==> src/hdl/fetch_pkg.sv <==
package fetch_pkg;

	// opcodes the front end knows about
	localparam logic [5:0] OP_J    = 6'd2; // unconditional jump
	localparam logic [5:0] OP_ADDI = 6'd8; // add immediate, boot image only

	// I-type layout
	typedef struct packed {
		logic [5:0]  opcode;
		logic [4:0]  rs;
		logic [4:0]  rt;
		logic [15:0] imm;
	} inst_i_t;

	// J-type layout
	typedef struct packed {
		logic [5:0]  opcode;
		logic [25:0] target; // word address
	} inst_j_t;

	// one instruction word, two decodes of the same 32 bits
	typedef union packed {
		inst_i_t itype;
		inst_j_t jtype;
	} inst_word_t;

	// byte from the uart receiver
	typedef struct packed {
		logic [7:0] data;
		logic       ready; // one cycle per byte
	} loader_byte_t;

	// fetch result back to the sequencer and out of the top
	typedef struct packed {
		inst_word_t inst;
		logic       distinct; // pc moved last cycle
	} fetch_out_t;

	// boot program, r1 counts up then loops on words 2 and 3
	localparam logic [31:0] BOOT_IMAGE [4] = '{
		{OP_ADDI, 5'd1, 5'd1, 16'd1}, // addi r1 r1 1
		{OP_ADDI, 5'd1, 5'd1, 16'd2}, // addi r1 r1 2
		{OP_ADDI, 5'd1, 5'd1, 16'd1}, // addi r1 r1 1
		{OP_J, 26'd2}                 // j 2, also fills every higher address
	};

endpackage

==> src/hdl/fetch_top.sv <==
module fetch_top #(
	parameter int ADDR_WIDTH   = 4,
	parameter int CLKS_PER_BIT = 8
) (
	input  logic                   CLK,
	input  logic                   reset,
	input  logic                   rx,    // serial program, idle high
	input  logic                   load,  // loader enable level
	input  logic                   step,  // advance pc
	output fetch_pkg::inst_word_t  inst,
	output logic                   distinct,
	output logic [ADDR_WIDTH-1:0]  pc
);
	import fetch_pkg::*;

	loader_byte_t rx_byte; // receiver to loader
	fetch_out_t   fetched; // memory to sequencer and outputs

	// serial line to bytes
	uart_byte_rx #(
		.CLKS_PER_BIT (CLKS_PER_BIT)
	) uart_byte_rx_i (
		.CLK     (CLK),
		.reset   (reset),
		.rx      (rx),
		.rx_byte (rx_byte)
	);

	// program counter
	pc_sequencer #(
		.ADDR_WIDTH (ADDR_WIDTH)
	) pc_sequencer_i (
		.CLK     (CLK),
		.reset   (reset),
		.step    (step),
		.fetched (fetched),
		.pc      (pc)
	);

	// store plus byte loader
	inst_memory #(
		.ADDR_WIDTH (ADDR_WIDTH)
	) inst_memory_i (
		.CLK     (CLK),
		.reset   (reset),
		.pc      (pc),
		.rx_byte (rx_byte),
		.load    (load),
		.fetched (fetched)
	);

	// split the fetch bundle
	assign inst     = fetched.inst;
	assign distinct = fetched.distinct;

endmodule

==> src/hdl/inst_memory.sv <==
module inst_memory #(
	parameter int ADDR_WIDTH = 4
) (
	input  logic                     CLK,
	input  logic                     reset,
	input  logic [ADDR_WIDTH-1:0]    pc,
	input  fetch_pkg::loader_byte_t  rx_byte,
	input  logic                     load,
	output fetch_pkg::fetch_out_t    fetched
);
	import fetch_pkg::*;

	localparam int DEPTH = 2 ** ADDR_WIDTH;

	typedef enum logic [2:0] {
		LD_IDLE,
		LD_BYTE0,
		LD_BYTE1,
		LD_BYTE2,
		LD_BYTE3,
		LD_WRITE
	} ld_state_t;

	inst_word_t            mem [DEPTH];
	inst_word_t            inst_q;      // registered read data
	logic                  distinct_q;
	logic [ADDR_WIDTH:0]   pc_buffer;   // extra msb so reset never matches a pc
	ld_state_t             ld_state;
	logic [ADDR_WIDTH-1:0] ld_index;    // next word to write
	logic [3:0][7:0]       ld_buf;      // word under assembly
	logic                  ld_write;

	assign ld_write = (ld_state == LD_WRITE);

	// loader control, dropping load wins over every state
	always_ff @(posedge CLK) begin
		if (reset) begin
			ld_state <= LD_IDLE;
			ld_index <= '0;
		end else if (!load) begin
			ld_state <= LD_IDLE; // partial word is lost
			ld_index <= '0;
		end else begin
			case (ld_state)
				LD_IDLE:  ld_state <= LD_BYTE0;
				LD_BYTE0: if (rx_byte.ready) ld_state <= LD_BYTE1;
				LD_BYTE1: if (rx_byte.ready) ld_state <= LD_BYTE2;
				LD_BYTE2: if (rx_byte.ready) ld_state <= LD_BYTE3;
				LD_BYTE3: if (rx_byte.ready) ld_state <= LD_WRITE;
				LD_WRITE: begin
					ld_state <= LD_BYTE0; // straight on to the next word
					ld_index <= ld_index + 1'b1;
				end
				default:  ld_state <= LD_IDLE;
			endcase
		end
	end

	// byte lanes, lsb first
	always_ff @(posedge CLK) begin
		if (rx_byte.ready) begin
			case (ld_state)
				LD_BYTE0: ld_buf[0] <= rx_byte.data;
				LD_BYTE1: ld_buf[1] <= rx_byte.data;
				LD_BYTE2: ld_buf[2] <= rx_byte.data;
				LD_BYTE3: ld_buf[3] <= rx_byte.data;
				default: ;
			endcase
		end
	end

	// store, boot image on reset
	always_ff @(posedge CLK) begin
		if (reset) begin
			for (int i = 0; i < DEPTH; i++)
				mem[i] <= BOOT_IMAGE[(i < 4) ? i : 3]; // upper words all jump to 2
		end else if (ld_write) begin
			mem[ld_index] <= ld_buf; // full word even if load just fell
		end
	end

	// read port, old word on a same-cycle write
	always_ff @(posedge CLK) begin
		inst_q <= mem[pc];
	end

	// change detect on pc
	always_ff @(posedge CLK) begin
		if (reset) begin
			pc_buffer  <= '1; // msb set, first compare after reset differs
			distinct_q <= 1'b0;
		end else begin
			distinct_q <= ({1'b0, pc} != pc_buffer);
			pc_buffer  <= {1'b0, pc};
		end
	end

	assign fetched = '{inst: inst_q, distinct: distinct_q};

endmodule

==> src/hdl/pc_sequencer.sv <==
module pc_sequencer #(
	parameter int ADDR_WIDTH = 4
) (
	input  logic                   CLK,
	input  logic                   reset,
	input  logic                   step,
	input  fetch_pkg::fetch_out_t  fetched,
	output logic [ADDR_WIDTH-1:0]  pc
);
	import fetch_pkg::*;

	logic                  is_jump;  // current word is j
	logic [ADDR_WIDTH-1:0] seq_pc;   // pc + 1, wraps
	logic [ADDR_WIDTH-1:0] jump_pc;  // low bits of the j target
	logic [ADDR_WIDTH-1:0] next_pc;

	// opcode sits in the same bits for both layouts
	// test it through the I-type view first
	assign is_jump = (fetched.inst.itype.opcode == OP_J);

	// sequential successor
	assign seq_pc = pc + 1'b1;

	// target is a word address, keep what fits the memory
	always_comb begin
		jump_pc = '0;
		if (is_jump)
			jump_pc = fetched.inst.jtype.target[ADDR_WIDTH-1:0];
	end

	assign next_pc = is_jump ? jump_pc : seq_pc;

	// pc moves only on a step strobe
	always_ff @(posedge CLK) begin
		if (reset) begin
			pc <= '0; // boot from word 0
		end else if (step) begin
			pc <= next_pc;
		end
	end

endmodule

==> src/hdl/uart_byte_rx.sv <==
module uart_byte_rx #(
	parameter int CLKS_PER_BIT = 8
) (
	input  logic                  CLK,
	input  logic                  reset,
	input  logic                  rx,
	output fetch_pkg::loader_byte_t rx_byte
);

	// counter wide enough for a full bit period
	localparam int CNT_W = $clog2(CLKS_PER_BIT + 1);
	localparam logic [CNT_W-1:0] CNT_HALF = CNT_W'(CLKS_PER_BIT / 2 - 1);
	localparam logic [CNT_W-1:0] CNT_FULL = CNT_W'(CLKS_PER_BIT - 1);

	typedef enum logic [1:0] {
		RX_IDLE,
		RX_START,
		RX_DATA,
		RX_STOP
	} rx_state_t;

	rx_state_t        state;
	logic             rx_meta;    // first sync stage
	logic             rx_sync;    // safe to use
	logic [CNT_W-1:0] baud_cnt;
	logic [2:0]       bit_idx;    // data bit being sampled
	logic [7:0]       shift_reg;
	logic             ready_q;
	logic             sample_data;

	// line idles high, so sync flops reset to 1
	always_ff @(posedge CLK) begin
		if (reset) begin
			rx_meta <= 1'b1;
			rx_sync <= 1'b1;
		end else begin
			rx_meta <= rx;
			rx_sync <= rx_meta;
		end
	end

	// centre of a data bit
	assign sample_data = (state == RX_DATA) && (baud_cnt == CNT_FULL);

	always_ff @(posedge CLK) begin
		if (reset) begin
			state    <= RX_IDLE;
			baud_cnt <= '0;
			bit_idx  <= '0;
			ready_q  <= 1'b0;
		end else begin
			ready_q <= 1'b0; // strobe, one cycle only
			case (state)
				RX_IDLE: begin
					baud_cnt <= '0;
					if (!rx_sync)
						state <= RX_START; // falling edge, maybe a start bit
				end
				RX_START: begin
					if (baud_cnt == CNT_HALF) begin
						baud_cnt <= '0;
						bit_idx  <= '0;
						// still low at mid-bit, otherwise a glitch
						state    <= rx_sync ? RX_IDLE : RX_DATA;
					end else begin
						baud_cnt <= baud_cnt + 1'b1;
					end
				end
				RX_DATA: begin
					if (baud_cnt == CNT_FULL) begin
						baud_cnt <= '0;
						bit_idx  <= bit_idx + 1'b1;
						if (bit_idx == 3'd7)
							state <= RX_STOP;
					end else begin
						baud_cnt <= baud_cnt + 1'b1;
					end
				end
				RX_STOP: begin
					if (baud_cnt == CNT_FULL) begin
						ready_q <= rx_sync; // bad stop bit drops the frame
						state   <= RX_IDLE;
					end else begin
						baud_cnt <= baud_cnt + 1'b1;
					end
				end
				default: state <= RX_IDLE;
			endcase
		end
	end

	// lsb arrives first, shift in from the top
	always_ff @(posedge CLK) begin
		if (sample_data)
			shift_reg <= {rx_sync, shift_reg[7:1]};
	end

	assign rx_byte = '{data: shift_reg, ready: ready_q};

endmodule

==> config.mk <==
export PLATFORM = sky130hd
export DESIGN_NAME = fetch_top
export DESIGN_NICKNAME = d
export VERILOG_FILES = /design/src/hdl/fetch_pkg.sv /design/src/hdl/fetch_top.sv /design/src/hdl/inst_memory.sv /design/src/hdl/pc_sequencer.sv /design/src/hdl/uart_byte_rx.sv
export SDC_FILE = /design/constraint.sdc
export NUM_CORES = 1
export LEC_CHECK = 0
export BUFFER_PORTS_ARGS = -buffer_cell sky130_fd_sc_hd__buf_4
export CAP_MARGIN = 0
export CORE_ASPECT_RATIO = 0.8
export CORE_MARGIN = 2
export CORE_UTILIZATION = 60
export CTS_CLUSTER_DIAMETER = 120
export DETAILED_ROUTE_END_ITERATION = 6
export PLACE_DENSITY = 0.86
export SETUP_SLACK_MARGIN = 0.15
export SYNTH_ARGS = -nofsm -noshare
export SYNTH_HDL_FRONTEND = slang
export SYNTH_SLANG_ARGS = --single-unit
export TNS_END_PERCENT = 20
==> constraint.sdc <==
create_clock -name CLK -period 2.7 [get_ports CLK]
set_input_delay 0.54 -clock CLK [delete_from_list [all_inputs] [get_ports CLK]]
set_output_delay 0.54 -clock CLK [all_outputs]
set_load 0.02 [all_outputs]
=== Word level (Yosys, flattened, before mapping) ===
Memory sizes are Yosys's and may differ from the RTL's. A register that Yosys moved wholly into a read port is not among the register bits.
Cells that the tools add are included.

* Memories kept: 1
* RAM bits: 512
* Register bits: 69
* Input bits: 5

* Add/sub/neg operators: 4
* Bitwise gates (word level): 3
* Reductions and logical operators: 15
* Mux-type cells: 29
* Equality and inequality tests: 23

{| class="wikitable"
|+ Memory list
! memory !! depth !! bits a word !! rd ports !! clocked after Yosys merged registers in !! wr ports !! line !! text
|-
| inst_memory_i.mem || 16 || 32 || 1 || 1 || 16 || inst_memory.sv:24 || <nowiki>inst_word_t mem [DEPTH];</nowiki>
|}

{| class="wikitable"
|+ Operators by type and width
! kind !! count
|-
| $mux 32 || 1
|-
| $reduce_or 32->1 || 1
|-
| $mux 4 || 5
|-
| $mux 3 || 6
|-
| $ne 2x2->1 const B || 8
|-
| $pmux 4 s4 || 1
|-
| $pmux 3 s5 || 1
|-
| $add 4x1->4 const B || 3
|-
| $mux 2 || 6
|-
| $eq 3x3->1 const B || 3
|-
| $pmux 2 s4 || 1
|-
| $reduce_and 2->1 || 4
|-
| $eq 3x2->1 const B || 2
|-
| $eq 6x2->1 const B || 1
|-
| $mux 1 || 6
|-
| $pmux 3 s2 || 1
|-
| $mux 5 || 1
|-
| $ne 4x5->1 || 1
|-
| $reduce_and 5->1 || 1
|-
| $eq 2x2->1 const B || 2
|-
| $eq 4x2->1 const B || 1
|-
| $eq 4x3->1 const B || 1
|-
| $ne 2x1->1 const B || 2
|-
| $reduce_and 4->1 || 1
|-
| 11 further kinds || 14
|}

=== Depth between registers and ports, before layout ===
* Word-level depth: 6
* Gate-level depth with buffers: 8
* Gate-level depth less buffers: 6

=== Hierarchy ===
From an unflattened synthesis, not the netlist that was laid out.

* Cell total of the unflattened synthesis: 1,762
* Area, all modules: 25,391.9 µm²

{| class="wikitable"
|+ By module, submodules not included
! module !! cells an instance !! seq. area each (µm²) !! times used !! area each (µm²)
|-
| inst_memory || 1,652 || 17,236.5 || 1 || 24,252.0
|-
| uart_byte_rx || 76 || 480.5 || 1 || 858.3
|-
| pc_sequencer || 34 || 80.1 || 1 || 281.5
|}

=== Worst setup path before layout ===
OpenSTA, ideal clock, no wires.

* Path type: reg-to-reg
* Start: register inst_memory_i.ld_state[1]
* End: memory inst_memory_i.mem[8][0] in the netlist's numbering, enable pin
* Library setup time: 388 ps
* Path buffers: 3
* Data arrival time: 1,958 ps
* Setup slack: 354 ps
* Period minus slack after synthesis: 2,346 ps
* Cell stages (with the launch flop): 8
* Cells stage by stage: dfxtp_1 and3b_1 buf_4 nor2b_4 buf_6 and2_4 buf_6 a21o_1

{| class="wikitable"
|+ RTL lines
! what !! line !! text
|-
| start, declared || inst_memory.sv:28 || <nowiki>ld_state_t ld_state;</nowiki>
|-
| start signal, assigned || inst_memory.sv:38 || <nowiki>ld_state <= LD_IDLE;</nowiki>
|-
| start signal, assigned || inst_memory.sv:41 || <nowiki>ld_state <= LD_IDLE;</nowiki>
|-
| start signal, assigned || inst_memory.sv:45 || <nowiki>LD_IDLE: ld_state <= LD_BYTE0;</nowiki>
|-
| end, declared || inst_memory.sv:24 ||
|}

==> impl_metrics.tcl <==
set metrics [dict create \
    status "finished clean" \
    initial_core_util_pct 60.87 \
    syn_area_per_cell_um2 14.43 \
    first_iter_violations 2518 \
    final_common_cell "edfxtp_1" \
    setup_viol 0 \
    synth.distinct_cells 46 \
    synthesis.area_um2 25510 \
    synthFlopType "edfxtp_1" \
    fin_worst_skew_ns 0.01586 \
    period_share_pct 92.18 \
    startpoint_type "flip-flop" \
    areaGrowthSynthToFinish_pct 11.78 \
    die_x_um 234.6 \
    seq_area_frac_synth_pct 69.76 \
    crit_chain "and3b_1, nor2b_4, buf_4, nand2_4, buf_4, nor2_1" \
    wl_um 65900 \
    grt.overflow.total 0 \
    grt_max_degree 78 \
    async_flop_share_pct 0 \
    p_per_area_nw_per_um2 707.3 \
    final.fill_count 2579 \
    cts_made_buffers 55 \
    avgViaCountPerCell 6.527 \
    ctsHtreeMaxLevel 2 \
    slowest_delay_ns 0.80 \
    setup_tns_ns 0 \
    crit_type "reg -> reg" \
    antenna_found_initial 0 \
    rsz0062_at_grt "no" \
    power_uw 20170 \
    drc_errors 0 \
    hold_path_depth 2 \
    crit_buf_inv 2 \
    clkSinkCount 613 \
    drv_slew 0 \
    post_cts_resize_count 0 \
    gp_congestion 0.8390 \
    hold_violations 0 \
    ff2ff_path_depth 6 \
    yosys_warnings 0 \
    clock-root-buffer "clkbuf_16" \
    hp-class "in -> reg" \
    dp_hpwl_um 38440 \
    min_period_ns 2.489 \
    largest_reg_flops 512 \
    critPathMaxFanout 77 \
    critPathRequiredTime_ns 2.99 \
    ir_drop_uv 600.6 \
    slowest_stage "buf_4" \
    die-area_um2 44200 \
    grt_pass1_vias 16250 \
    synth_fp_nets 1781 \
    ant_nets 0 \
    synth_edf_count 552 \
    drtPass1Iterations 6 \
    layout_common_cells "edfxtp_1 (552), nor2_1 (498), nand2_1 (192)" \
    clkTransAtPathRegs_ns 0.06 \
    crit_top_cell "buf_4" \
    rrSetupSlack_ns 0.21 \
    max_cap_viol_count 0 \
    top_regs "inst_memory_i.mem (512), inst_memory_i.inst_q (32), inst_memory_i.ld_buf (32)" \
    top_register "inst_memory_i.mem" \
    worst_slew_pin_slew_ns 1.085 \
    tritoncts "built" \
    rows 67 \
    hold_buffers 0 \
    slew_headroom_pct 27.65 \
    clk_latency_ns 0.60 \
    cp_top_family "buffers and inverters" \
    ys_ff_latch 613 \
    grt_pass1_wl_um 99230 \
    power.leakage_uw 0.009528 \
    diodes 0 \
    grt_use_total_pct 30.55 \
    vias 15790 \
    portBuffers 41 \
    cp.depth 6 \
    endpoint_kind "flip-flop" \
    io_pins 42 \
    wire_per_inst_um 27.24 \
    cts.path.max_buffers 3 \
    fin_nets 1833 \
    syn_inst 1768 \
    drive_gt1_share_pct 18.91 \
    arrival_ns 2.78 \
    coreArea_um2 41920 \
    die_h_um 188.4 \
    fmax_mhz 401.8 \
]
==> worst paths after layout <==
path / from / end
max: inst_memory_i.ld_state[1]$_SDFFE_PP0P_ / inst_memory_i.mem[1][5]$_SDFFCE_PN0P_
min: rx / uart_byte_rx_i.rx_meta$_SDFF_PP1_
max reg2reg: inst_memory_i.ld_state[1]$_SDFFE_PP0P_ / inst_memory_i.mem[1][5]$_SDFFCE_PN0P_
min reg2reg: uart_byte_rx_i.rx_meta$_SDFF_PP1_ / uart_byte_rx_i.rx_sync$_SDFF_PP1_
==> area by class of cell <==
cell class                      count  area, um^2  share of cell area (%)
Clock inverter                     19       227.7                  0.7985
Clock buffer                       85        1613                   5.655
Sequential cell                   613       17800                   62.43
Inverter                            7       26.28                 0.09213
Timing Repair Buffer              121        1146                   4.019
Multi-Input combinational cell   1022        7010                   24.58
Tap cell                          552       690.7                   2.422
==> report_power, final <==
| part | switching, uW | internal [uW] | leakage, uW | total [uW] |
|---|---|---|---|---|
| Sequential | 171 | 10600 | 0.00602 | 10800 |
| Clock | 3450 | 4590 | 0.000898 | 8040 |
| Combinational | 749 | 599 | 0.00261 | 1350 |
| Total | 4370 | 15800 | 0.00953 | 20200 |
==> per-stage QoR <==
| stage | instances | utilization [%] | instance area, um^2 | worst slack (ns) | hold slack, ns |
|---|---|---|---|---|---|
| floorplan | 1768 | - | 25510 | 0.3542 | 0.3895 |
| global placement | 2311 | 63.58 | 26650 | 0.4179 | 0.4045 |
| detailed placement | 2311 | 63.58 | 26650 | 0.2771 | 0.4065 |
| CTS | 2415 | 67.97 | 28490 | 0.2490 | 0.1117 |
| global route | 2419 | 68.04 | 28520 | 0.1563 | 0.1356 |
| finish | 2419 | 68.04 | 28520 | 0.2110 | 0.1343 |
==> metal layers <==
metal | part of all wire [%] | vias up | global-route usage [%]
li1 | - | 6541 | -
met1 | 33 | 7715 | 41.00
met2 | 48 | 1329 | 48.33
met3 | 15 | 205 | 8.596
met4 | 3.8 | 0 | 10.98
met5 | 0 | - | 0
==> timing repair <==
item / 4_1_cts / 5_1_grt
endpoints found under the hold margin: 0 / 0
endpoints found under the setup margin: 0 / 70
buffers inserted: 0 / 4
==> Yosys cell counts (all sizes together), types with 10 or more instances <==
library cell    n  share of area (%)
edfxtp        552                 65
nor2          500                7.4
nand2         196                3.0
mux4          128                 11
buf            79                2.1
a22oi          64                1.9
dfxtp          61                4.8
clkbuf         47               0.69
a21o           16               0.47
a21oi          11               0.22
nor2b          10               0.27
==> logic make-up after synthesis <==
kind of cell / synth area share (%)
compound gates: 3.011
xor+xnor: 0.3089
fa+ha+maj: 0.3923
buf+inv: 2.908
flops: 69.76
mux: 11.50
simple gates: 12.13
Note: power is estimated with default switching activity, not from simulation.
